<file path="src/source/zcash_shell_pkg.sv">
`default_nettype none

package zcash_shell_pkg;

  // --------------------
  // Widths
  // --------------------
  localparam int ADDR_W = 32;
  localparam int DATA_W = 32;
  localparam int WORD_W = 64;

  typedef logic [ADDR_W-1:0]   axil_addr_t;
  typedef logic [DATA_W-1:0]   axil_data_t;
  typedef logic [DATA_W/8-1:0] axil_strb_t;
  typedef logic [1:0]          axil_resp_t;

  typedef logic [WORD_W-1:0]   word_t;
  typedef logic [15:0]         count_t;

  // AXI-lite response codes
  localparam axil_resp_t RESP_OKAY   = 2'd0;
  localparam axil_resp_t RESP_SLVERR = 2'd2;
  localparam axil_resp_t RESP_DECERR = 2'd3;

  // --------------------
  // Register map
  // --------------------
  localparam axil_addr_t REG_DATA_LO = 32'h0000_0000;
  localparam axil_addr_t REG_DATA_HI = 32'h0000_0004;
  // Write data bit 0 marks the last word of a message
  localparam axil_addr_t REG_PUSH    = 32'h0000_0008;
  // Bit 0 result valid, bit 1 core ready
  localparam axil_addr_t REG_STATUS  = 32'h0000_000C;
  localparam axil_addr_t REG_SUM_LO  = 32'h0000_0010;
  localparam axil_addr_t REG_SUM_HI  = 32'h0000_0014;
  localparam axil_addr_t REG_COUNT   = 32'h0000_0018;
  localparam axil_addr_t REG_ACK     = 32'h0000_001C;

endpackage

`default_nettype wire

</file>
<file path="src/source/axi_skid.sv">
`timescale 1ns/10ps
`default_nettype none

module axi_skid #(
  parameter type T = logic
) (
  input  wire logic i_clk_100,
  input  wire logic i_rst_n,

  // Source side
  input  wire logic i_valid,
  input  wire T     i_data,
  output logic      o_ready,

  // Sink side
  output logic      o_valid,
  output T          o_data,
  input  wire logic i_ready
);

  logic valid_q;
  T     data_q;

  // Entry accepts when empty or when the sink drains it this cycle
  assign o_ready = !valid_q || i_ready;

  always_ff @(posedge i_clk_100) begin
    if (!i_rst_n) begin
      valid_q <= 1'b0;
    end else if (o_ready) begin
      valid_q <= i_valid;
    end
  end

  // Payload only moves on a transfer
  always_ff @(posedge i_clk_100) begin
    if (o_ready && i_valid) begin
      data_q <= i_data;
    end
  end

  assign o_valid = valid_q;
  assign o_data  = data_q;

endmodule

`default_nettype wire

</file>
<file path="src/source/axil_reg_slice.sv">
`timescale 1ns/10ps
`default_nettype none

module axil_reg_slice import zcash_shell_pkg::*; (
  input  wire logic       i_clk_100,
  input  wire logic       i_rst_n,

  // Host side
  input  wire logic       i_s_awvalid,
  input  wire axil_addr_t i_s_awaddr,
  output logic            o_s_awready,
  input  wire logic       i_s_wvalid,
  input  wire axil_data_t i_s_wdata,
  input  wire axil_strb_t i_s_wstrb,
  output logic            o_s_wready,
  output logic            o_s_bvalid,
  output axil_resp_t      o_s_bresp,
  input  wire logic       i_s_bready,
  input  wire logic       i_s_arvalid,
  input  wire axil_addr_t i_s_araddr,
  output logic            o_s_arready,
  output logic            o_s_rvalid,
  output axil_data_t      o_s_rdata,
  output axil_resp_t      o_s_rresp,
  input  wire logic       i_s_rready,

  // Register block side
  output logic            o_m_awvalid,
  output axil_addr_t      o_m_awaddr,
  input  wire logic       i_m_awready,
  output logic            o_m_wvalid,
  output axil_data_t      o_m_wdata,
  output axil_strb_t      o_m_wstrb,
  input  wire logic       i_m_wready,
  input  wire logic       i_m_bvalid,
  input  wire axil_resp_t i_m_bresp,
  output logic            o_m_bready,
  output logic            o_m_arvalid,
  output axil_addr_t      o_m_araddr,
  input  wire logic       i_m_arready,
  input  wire logic       i_m_rvalid,
  input  wire axil_data_t i_m_rdata,
  input  wire axil_resp_t i_m_rresp,
  output logic            o_m_rready
);

  typedef struct packed {
    axil_data_t data;
    axil_strb_t strb;
  } w_beat_t;

  typedef struct packed {
    axil_data_t data;
    axil_resp_t resp;
  } r_beat_t;

  w_beat_t w_in, w_out;
  r_beat_t r_in, r_out;

  assign w_in.data  = i_s_wdata;
  assign w_in.strb  = i_s_wstrb;
  assign o_m_wdata  = w_out.data;
  assign o_m_wstrb  = w_out.strb;

  assign r_in.data  = i_m_rdata;
  assign r_in.resp  = i_m_rresp;
  assign o_s_rdata  = r_out.data;
  assign o_s_rresp  = r_out.resp;

  // --------------------
  // Request channels
  // --------------------
  axi_skid #(.T(axil_addr_t)) aw_skid (
    .i_clk_100 (i_clk_100),   .i_rst_n (i_rst_n),
    .i_valid   (i_s_awvalid), .i_data  (i_s_awaddr), .o_ready (o_s_awready),
    .o_valid   (o_m_awvalid), .o_data  (o_m_awaddr), .i_ready (i_m_awready)
  );

  axi_skid #(.T(w_beat_t)) w_skid (
    .i_clk_100 (i_clk_100),  .i_rst_n (i_rst_n),
    .i_valid   (i_s_wvalid), .i_data  (w_in),  .o_ready (o_s_wready),
    .o_valid   (o_m_wvalid), .o_data  (w_out), .i_ready (i_m_wready)
  );

  axi_skid #(.T(axil_addr_t)) ar_skid (
    .i_clk_100 (i_clk_100),   .i_rst_n (i_rst_n),
    .i_valid   (i_s_arvalid), .i_data  (i_s_araddr), .o_ready (o_s_arready),
    .o_valid   (o_m_arvalid), .o_data  (o_m_araddr), .i_ready (i_m_arready)
  );

  // --------------------
  // Response channels
  // --------------------
  axi_skid #(.T(axil_resp_t)) b_skid (
    .i_clk_100 (i_clk_100),  .i_rst_n (i_rst_n),
    .i_valid   (i_m_bvalid), .i_data  (i_m_bresp), .o_ready (o_m_bready),
    .o_valid   (o_s_bvalid), .o_data  (o_s_bresp), .i_ready (i_s_bready)
  );

  axi_skid #(.T(r_beat_t)) r_skid (
    .i_clk_100 (i_clk_100),  .i_rst_n (i_rst_n),
    .i_valid   (i_m_rvalid), .i_data  (r_in),  .o_ready (o_m_rready),
    .o_valid   (o_s_rvalid), .o_data  (r_out), .i_ready (i_s_rready)
  );

endmodule

`default_nettype wire

</file>
<file path="src/source/zcash_bridge.sv">
`timescale 1ns/10ps
`default_nettype none

module zcash_bridge import zcash_shell_pkg::*; (
  input  wire logic       i_clk_100,
  input  wire logic       i_rst_n,

  // AXI-lite slave
  input  wire logic       i_awvalid,
  input  wire axil_addr_t i_awaddr,
  output logic            o_awready,
  input  wire logic       i_wvalid,
  input  wire axil_data_t i_wdata,
  input  wire axil_strb_t i_wstrb,
  output logic            o_wready,
  output logic            o_bvalid,
  output axil_resp_t      o_bresp,
  input  wire logic       i_bready,
  input  wire logic       i_arvalid,
  input  wire axil_addr_t i_araddr,
  output logic            o_arready,
  output logic            o_rvalid,
  output axil_data_t      o_rdata,
  output axil_resp_t      o_rresp,
  input  wire logic       i_rready,

  // Word stream to the core
  output logic            o_word_valid,
  output word_t           o_word,
  output logic            o_word_last,
  input  wire logic       i_word_ready,

  // Result from the core
  input  wire logic       i_res_valid,
  input  wire word_t      i_res_sum,
  input  wire count_t     i_res_count,
  output logic            o_res_ack
);

  logic       bvalid_q, rvalid_q, word_valid_q, res_ack_q, word_last_q;
  axil_resp_t bresp_q, rresp_q, wr_resp, rd_resp;
  axil_data_t rdata_q, rd_data, data_lo_q, data_hi_q;
  word_t      word_q;
  logic       wr_take, rd_take, push_ok, push_req, ack_req;

  function automatic axil_data_t merge_strb(axil_data_t old_v, axil_data_t new_v,
                                            axil_strb_t strb);
    axil_data_t res;
    res = old_v;
    for (int i = 0; i < DATA_W / 8; i++) begin
      if (strb[i]) begin
        res[8*i +: 8] = new_v[8*i +: 8];
      end
    end
    return res;
  endfunction

  // Address and data are taken together, one response outstanding
  assign wr_take   = i_awvalid && i_wvalid && !bvalid_q;
  assign o_awready = wr_take;
  assign o_wready  = wr_take;
  assign rd_take   = i_arvalid && !rvalid_q;
  assign o_arready = !rvalid_q;

  // Core can take a new word only when nothing is still pending here
  assign push_ok = i_word_ready && !word_valid_q;

  // --------------------
  // Write decode
  // --------------------
  always_comb begin
    wr_resp  = RESP_OKAY;
    push_req = 1'b0;
    ack_req  = 1'b0;
    case (i_awaddr)
      REG_DATA_LO, REG_DATA_HI, REG_STATUS,
      REG_SUM_LO, REG_SUM_HI, REG_COUNT: wr_resp = RESP_OKAY;
      REG_PUSH: begin
        if (push_ok) begin
          push_req = 1'b1;
        end else begin
          wr_resp = RESP_SLVERR;
        end
      end
      REG_ACK: ack_req = 1'b1;
      default: wr_resp = RESP_DECERR;
    endcase
  end

  // --------------------
  // Read decode
  // --------------------
  always_comb begin
    rd_data = '0;
    rd_resp = RESP_OKAY;
    case (i_araddr)
      REG_DATA_LO: rd_data = data_lo_q;
      REG_DATA_HI: rd_data = data_hi_q;
      REG_PUSH, REG_ACK: rd_data = '0;
      REG_STATUS: rd_data = {{(DATA_W-2){1'b0}}, push_ok, i_res_valid};
      REG_SUM_LO: rd_data = i_res_sum[DATA_W-1:0];
      REG_SUM_HI: rd_data = i_res_sum[WORD_W-1:DATA_W];
      REG_COUNT: rd_data = axil_data_t'(i_res_count);
      default: rd_resp = RESP_DECERR;
    endcase
  end

  always_ff @(posedge i_clk_100) begin
    if (!i_rst_n) begin
      bvalid_q     <= 1'b0;
      rvalid_q     <= 1'b0;
      word_valid_q <= 1'b0;
      res_ack_q    <= 1'b0;
    end else begin
      // Ack with no result held is dropped here
      res_ack_q <= wr_take && ack_req && i_res_valid;
      if (wr_take) begin
        bvalid_q <= 1'b1;
      end else if (i_bready) begin
        bvalid_q <= 1'b0;
      end
      if (wr_take && push_req) begin
        word_valid_q <= 1'b1;
      end else if (i_word_ready) begin
        word_valid_q <= 1'b0;
      end
      if (rd_take) begin
        rvalid_q <= 1'b1;
      end else if (i_rready) begin
        rvalid_q <= 1'b0;
      end
    end
  end

  always_ff @(posedge i_clk_100) begin
    if (wr_take) begin
      bresp_q <= wr_resp;
      if (i_awaddr == REG_DATA_LO) begin
        data_lo_q <= merge_strb(data_lo_q, i_wdata, i_wstrb);
      end
      if (i_awaddr == REG_DATA_HI) begin
        data_hi_q <= merge_strb(data_hi_q, i_wdata, i_wstrb);
      end
      if (push_req) begin
        word_q      <= {data_hi_q, data_lo_q};
        word_last_q <= i_wdata[0];
      end
    end
    if (rd_take) begin
      rdata_q <= rd_data;
      rresp_q <= rd_resp;
    end
  end

  assign o_bvalid     = bvalid_q;
  assign o_bresp      = bresp_q;
  assign o_rvalid     = rvalid_q;
  assign o_rdata      = rdata_q;
  assign o_rresp      = rresp_q;
  assign o_word_valid = word_valid_q;
  assign o_word       = word_q;
  assign o_word_last  = word_last_q;
  assign o_res_ack    = res_ack_q;

endmodule

`default_nettype wire

</file>
<file path="src/source/zcash_digest_core.sv">
`timescale 1ns/10ps
`default_nettype none

module zcash_digest_core import zcash_shell_pkg::*; (
  input  wire logic   i_clk_100,
  input  wire logic   i_rst_n,

  // Message words
  input  wire logic   i_word_valid,
  input  wire word_t  i_word,
  input  wire logic   i_word_last,
  output logic        o_word_ready,

  // Result, held until acknowledged
  output logic        o_res_valid,
  output word_t       o_res_sum,
  output count_t      o_res_count,
  input  wire logic   i_res_ack
);

  word_t  acc_q, res_sum_q, acc_next;
  count_t cnt_q, res_cnt_q, cnt_next;
  logic   res_valid_q;
  logic   word_fire;

  // Stall the stream while a result is waiting for the host
  assign o_word_ready = !res_valid_q;
  assign word_fire    = i_word_valid && o_word_ready;

  // Sum wraps modulo 2^64
  assign acc_next = acc_q + i_word;
  assign cnt_next = cnt_q + count_t'(1);

  // --------------------
  // Accumulator
  // --------------------
  always_ff @(posedge i_clk_100) begin
    if (!i_rst_n) begin
      acc_q       <= '0;
      cnt_q       <= '0;
      res_valid_q <= 1'b0;
    end else if (word_fire) begin
      if (i_word_last) begin
        // Next message starts from zero
        acc_q       <= '0;
        cnt_q       <= '0;
        res_valid_q <= 1'b1;
      end else begin
        acc_q <= acc_next;
        cnt_q <= cnt_next;
      end
    end else if (i_res_ack) begin
      res_valid_q <= 1'b0;
    end
  end

  // Result capture on the last word
  always_ff @(posedge i_clk_100) begin
    if (word_fire && i_word_last) begin
      res_sum_q <= acc_next;
      res_cnt_q <= cnt_next;
    end
  end

  assign o_res_valid = res_valid_q;
  assign o_res_sum   = res_sum_q;
  assign o_res_count = res_cnt_q;

endmodule

`default_nettype wire

</file>
<file path="src/source/cl_zcash.sv">
`timescale 1ns/10ps
`default_nettype none

module cl_zcash import zcash_shell_pkg::*; (
  input  wire logic       i_clk_100,
  input  wire logic       i_rst_main_n,

  // Host register port
  input  wire logic       i_awvalid,
  input  wire axil_addr_t i_awaddr,
  output logic            o_awready,
  input  wire logic       i_wvalid,
  input  wire axil_data_t i_wdata,
  input  wire axil_strb_t i_wstrb,
  output logic            o_wready,
  output logic            o_bvalid,
  output axil_resp_t      o_bresp,
  input  wire logic       i_bready,
  input  wire logic       i_arvalid,
  input  wire axil_addr_t i_araddr,
  output logic            o_arready,
  output logic            o_rvalid,
  output axil_data_t      o_rdata,
  output axil_resp_t      o_rresp,
  input  wire logic       i_rready
);

  // --------------------
  // Reset synchronizer
  // --------------------
  logic [1:0] rst_sync_q;
  logic       rst_main_n_sync;

  always_ff @(posedge i_clk_100) begin
    if (!i_rst_main_n) begin
      rst_sync_q <= 2'b00;
    end else begin
      rst_sync_q <= {rst_sync_q[0], 1'b1};
    end
  end

  // Assert straight away, release after two flops
  assign rst_main_n_sync = i_rst_main_n && rst_sync_q[1];

  logic       m_awvalid, m_awready, m_wvalid, m_wready, m_bvalid, m_bready;
  logic       m_arvalid, m_arready, m_rvalid, m_rready;
  axil_addr_t m_awaddr, m_araddr;
  axil_data_t m_wdata, m_rdata;
  axil_strb_t m_wstrb;
  axil_resp_t m_bresp, m_rresp;

  logic   word_valid, word_last, word_ready;
  word_t  word;
  logic   res_valid, res_ack;
  word_t  res_sum;
  count_t res_count;

  axil_reg_slice axil_reg_slice (
    .i_clk_100   (i_clk_100), .i_rst_n     (rst_main_n_sync),
    .i_s_awvalid (i_awvalid), .i_s_awaddr  (i_awaddr), .o_s_awready (o_awready),
    .i_s_wvalid  (i_wvalid),  .i_s_wdata   (i_wdata),  .i_s_wstrb   (i_wstrb),
    .o_s_wready  (o_wready),
    .o_s_bvalid  (o_bvalid),  .o_s_bresp   (o_bresp),  .i_s_bready  (i_bready),
    .i_s_arvalid (i_arvalid), .i_s_araddr  (i_araddr), .o_s_arready (o_arready),
    .o_s_rvalid  (o_rvalid),  .o_s_rdata   (o_rdata),  .o_s_rresp   (o_rresp),
    .i_s_rready  (i_rready),
    .o_m_awvalid (m_awvalid), .o_m_awaddr  (m_awaddr), .i_m_awready (m_awready),
    .o_m_wvalid  (m_wvalid),  .o_m_wdata   (m_wdata),  .o_m_wstrb   (m_wstrb),
    .i_m_wready  (m_wready),
    .i_m_bvalid  (m_bvalid),  .i_m_bresp   (m_bresp),  .o_m_bready  (m_bready),
    .o_m_arvalid (m_arvalid), .o_m_araddr  (m_araddr), .i_m_arready (m_arready),
    .i_m_rvalid  (m_rvalid),  .i_m_rdata   (m_rdata),  .i_m_rresp   (m_rresp),
    .o_m_rready  (m_rready)
  );

  zcash_bridge zcash_bridge (
    .i_clk_100    (i_clk_100),  .i_rst_n     (rst_main_n_sync),
    .i_awvalid    (m_awvalid),  .i_awaddr    (m_awaddr), .o_awready (m_awready),
    .i_wvalid     (m_wvalid),   .i_wdata     (m_wdata),  .i_wstrb   (m_wstrb),
    .o_wready     (m_wready),
    .o_bvalid     (m_bvalid),   .o_bresp     (m_bresp),  .i_bready  (m_bready),
    .i_arvalid    (m_arvalid),  .i_araddr    (m_araddr), .o_arready (m_arready),
    .o_rvalid     (m_rvalid),   .o_rdata     (m_rdata),  .o_rresp   (m_rresp),
    .i_rready     (m_rready),
    .o_word_valid (word_valid), .o_word      (word),     .o_word_last (word_last),
    .i_word_ready (word_ready),
    .i_res_valid  (res_valid),  .i_res_sum   (res_sum),  .i_res_count (res_count),
    .o_res_ack    (res_ack)
  );

  zcash_digest_core zcash_digest_core (
    .i_clk_100    (i_clk_100),  .i_rst_n     (rst_main_n_sync),
    .i_word_valid (word_valid), .i_word      (word),     .i_word_last (word_last),
    .o_word_ready (word_ready),
    .o_res_valid  (res_valid),  .o_res_sum   (res_sum),  .o_res_count (res_count),
    .i_res_ack    (res_ack)
  );

endmodule

`default_nettype wire

</file>
<file path="config.mk">
export PLATFORM = sky130hd
export DESIGN_NAME = cl_zcash
export DESIGN_NICKNAME = d
export VERILOG_FILES = /design/src/source/zcash_shell_pkg.sv /design/src/source/axi_skid.sv /design/src/source/axil_reg_slice.sv /design/src/source/zcash_bridge.sv /design/src/source/zcash_digest_core.sv /design/src/source/cl_zcash.sv
export SDC_FILE = /design/constraint.sdc
export NUM_CORES = 1
export LEC_CHECK = 0
export ABC_AREA = 1
export BUFFER_PORTS_ARGS = -buffer_cell sky130_fd_sc_hd__buf_2
export CAP_MARGIN = 10
export CELL_PAD_IN_SITES_DETAIL_PLACEMENT = 2
export CELL_PAD_IN_SITES_GLOBAL_PLACEMENT = 2
export CORE_MARGIN = 2
export CORE_UTILIZATION = 28
export DETAILED_ROUTE_END_ITERATION = 12
export PLACE_DENSITY = 0.59
export SLEW_MARGIN = 25
export SYNTH_ARGS = -nofsm -noshare
export SYNTH_HDL_FRONTEND = slang
export SYNTH_SLANG_ARGS = --single-unit
</file>
<file path="constraint.sdc">
create_clock -name i_clk_100 -period 8.2 [get_ports i_clk_100]
set_clock_uncertainty 0.15 [all_clocks]
set_input_delay 0.41 -clock i_clk_100 [delete_from_list [all_inputs] [get_ports i_clk_100]]
set_output_delay 0.41 -clock i_clk_100 [all_outputs]
set_load 0.02 [all_outputs]
</file>
==> impl_metrics.ini <==
[outcome]
status = completed

[synth]
synth_compound_area_frac = 0.0343
ys_ff_latch = 471
synth_top_family_by_area = simple AND/OR/NAND/NOR gates
ys_types = 40
syn-instance-count = 2478
synth_adder_area_share = 0.0364
synth.mux.area_fraction = 0
syn_avg_cell_area_um2 = 9.09
area_of_the_mapped_netlist_mm2 = 0.0225
synthSimpleGateAreaFrac = 0.249
post_synth_xor_area_fraction = 0.0189
mappedNetlistNets = 2650
ys_warn_count = 0
yosysSeqAreaShare = 0.587

[worst_setup_path]
worst_setup_path_end_kind = flip-flop
startpoint_of_the_worst_register_to_register_path = axil_reg_slice.ar_skid.o_data[9]
worst_ep_arrival_time_ns = 3.33
path_common_cell = sky130_fd_sc_hd__nand2_1
start_kind = flip-flop
cp_max_fo = 32
timing.critical_path.from = axil_reg_slice.ar_skid.o_data[9]
critical_path_class = reg -> reg
worst_path_largest_cell_delay_ns = 0.63
worst_path_max_delay_cell = sky130_fd_sc_hd__inv_2
critical_path.cell_chain = nor4_1, nand2_1, nor2_4, nand3_1, inv_2, nand2_1, nand2_1, inv_1, nand4_1
setup.reg_to_reg.worst_slack_ns = 5.18
worst_ep_required_time_ns = 8.51

[clocking]
clk_pin_slew_ns = 0.06
postCtsHoldBufs = 106
ctsResizeCount = 0
tritoncts = built
htree_num_levels = 2
clockRootBuffer = sky130_fd_sc_hd__clkbuf_16
clock_sinks = 471
post-cts-setup-buffers = 0
cts_buffer_depth = 3
clkLatencyLatePin_ns = 0.62
cts_inserted_buffers = 55

[layout]
post_layout_nonfiller_instances = 3873
multiInputGateArea_mm2 = 0.00772
seqCellArea_mm2 = 0.0132
final_nets = 2938
final_common_cell = sky130_fd_sc_hd__nand2_1
antennaDiodeCount = 0
nFillCells = 8808
drive_above_1_share = 0.121
layout_common_cells = sky130_fd_sc_hd__nand2_1, sky130_fd_sc_hd__inv_1, sky130_fd_sc_hd__edfxtp_1, sky130_fd_sc_hd__buf_2, sky130_fd_sc_hd__nor2_1
area_growth_syn_to_fin_pct = 22.9

[timing]
timing.final.max_slew_violations = 0
setup_total_negative_slack_ns = 0
max_freq_mhz = 331
min_period_over_period = 0.369
setup_viol_count_final = 0
worstMarginPinSlew_ns = 0.978
post-route-worst-setup-slack_ns = 5.18
relSlewSlack = 0.348
min_period_ns = 3.02
rsz0062_at_grt = no
timing_hold_violations_final = 0

[floorplan]
dieWidth_um = 288
io-pin-count = 148
die_h_um = 288
initial_core_util = 0.282
die_area_mm2 = 0.0827
placement_rows = 104
core_area_mm2 = 0.0800

[detailed_routing]
detailroute.via_count = 17700
ant_nets = 0
drt-vias-per-instance = 4.57
postRouteWirelength_um = 88500
remaining_design_rule_violation_count = 0
drt_pass1_iterations = 4
drt-initial-drc-count = 887
routedWlPerCell_um = 22.9

[placement]
detailed_place_hpwl_um = 66700
place.port_buffers = 147
gp_routability_congestion = 0.837
pre_cts_ws_ns = 5.16
post-place-cells = 3662

[pwr]
power.total_mw = 5.43
p_leak_nw = 11.7
power.density_cell_area_mw_per_mm2 = 196
vdd_drop_max_uv = 149

[min_path]
hold_start = zcash_bridge.o_rdata[9]
worst_hold_path_type = reg -> reg

[global_routing]
global_route.usage.total = 0.214
grt_first_pass_wirelength_um = 130000
maximum_number_of_pins_on_one_net_before_global_route_repair = 75
number_of_antenna_violations_at_the_first_check_in_global_routing = 1
grt_pass1_vias = 19500
globalRouteOverflowTotal = 0

[run]
max_cap_violations = 0
metrics by stage:
| step | area (um2) | hold WS [ns] | utilization |
|---|---|---|---|
| after floorplan | 22500 | 0.240 | - |
| after global placement | 24600 | 0.250 | 0.307 |
| after detailed placement | 24600 | 0.257 | 0.308 |
| after CTS | 27600 | 0.271 | 0.345 |
| after global routing | 27700 | 0.283 | 0.346 |
| final | 27700 | 0.269 | 0.346 |
layout make-up:
| class | instances | area share |
|---|---|---|
| flip-flops and latches | 471 | 0.478 |
| inverters | 392 | 0.0532 |
| well taps | 1060 | 0.0479 |
| repair buffers | 270 | 0.0712 |
| multi-input cells | 1576 | 0.279 |
| clock buffers | 76 | 0.0548 |
| clock inverters | 28 | 0.0162 |
synthesized netlist by cell type (all sizes together):
master / count / share of area
nand4: 32 / 0.0089
a22o: 1 / 0.00039
clkbuf: 19 / 0.0032
buf: 20 / 0.0057
nand2: 928 / 0.16
nor3b: 1 / 0.00056
nor3: 34 / 0.0096
o21a: 2 / 0.00067
o21ai: 13 / 0.0029
xor2: 33 / 0.016
nor2: 153 / 0.027
edfxtp: 379 / 0.51
inv: 387 / 0.064
a21oi: 130 / 0.029
fa: 1 / 0.00089
ha: 64 / 0.036
nand3: 102 / 0.025
and2: 37 / 0.010
nand3b: 14 / 0.0050
dfxtp: 92 / 0.082
a22oi: 1 / 0.00033
nor4: 14 / 0.0042
xnor2: 7 / 0.0027
or2: 6 / 0.0017
clkinv: 5 / 0.00083
o21bai: 2 / 0.00067
a211oi: 1 / 0.00033
final timing paths:
check,cells after the start,end
max,9,zcash_bridge.o_rdata[2]
min,0,axil_reg_slice.r_skid.o_data[11]
max reg2reg,9,zcash_bridge.o_rdata[2]
min reg2reg,0,axil_reg_slice.r_skid.o_data[11]
sequential cells by signal, indices dropped and copies added, names as in the netlist, 2 cells and up:
register	flops
axil_reg_slice.ar_skid.o_data	32
axil_reg_slice.aw_skid.o_data	32
axil_reg_slice.b_skid.o_data	2
axil_reg_slice.r_skid.o_data	33
axil_reg_slice.w_skid.o_data	36
rst_sync_q	2
zcash_bridge.data_hi_q	32
zcash_bridge.data_lo_q	32
zcash_bridge.o_bresp	2
zcash_bridge.o_rdata	32
zcash_bridge.o_word	64
zcash_digest_core.acc_q	64
zcash_digest_core.cnt_q	16
zcash_digest_core.o_res_count	16
zcash_digest_core.o_res_sum	64
routing by layer:
layer,vias up,part of all wire,track usage
li1,8512,-,-
met1,8838,0.47,0.287
met5,-,0.00015,0
met3,90,0.025,0.0239
met4,2,0.034,0.0731
met2,248,0.47,0.360
logic make-up (layout without fill, tap and decap cells):
kind of cell,count (synthesis),count (layout)
xor+xnor,40,40
buf+inv,431,766
simple gates,1321,1321
compound gates,150,150
flops,471,471
fa+ha+maj,65,65
power breakdown:
group / total (mW) / leakage (nW) / internal [mW] / switching [mW]
Sequential: 2.62 / 4.33 / 2.60 / 0.0165
Combinational: 0.111 / 6.44 / 0.0586 / 0.0519
Clock: 2.70 / 0.941 / 1.64 / 1.06
Total: 5.43 / 11.7 / 4.30 / 1.13
worst max-delay path, delay by kind of cell, from the launching register on:
kind | cells | cell delay (ns)
buffers and inverters | 2 | 0.69
AND/OR/NAND/NOR | 7 | 1.57
flip-flops | 1 | 0.39
No activity file was read; power rests on OpenSTA's default activity.
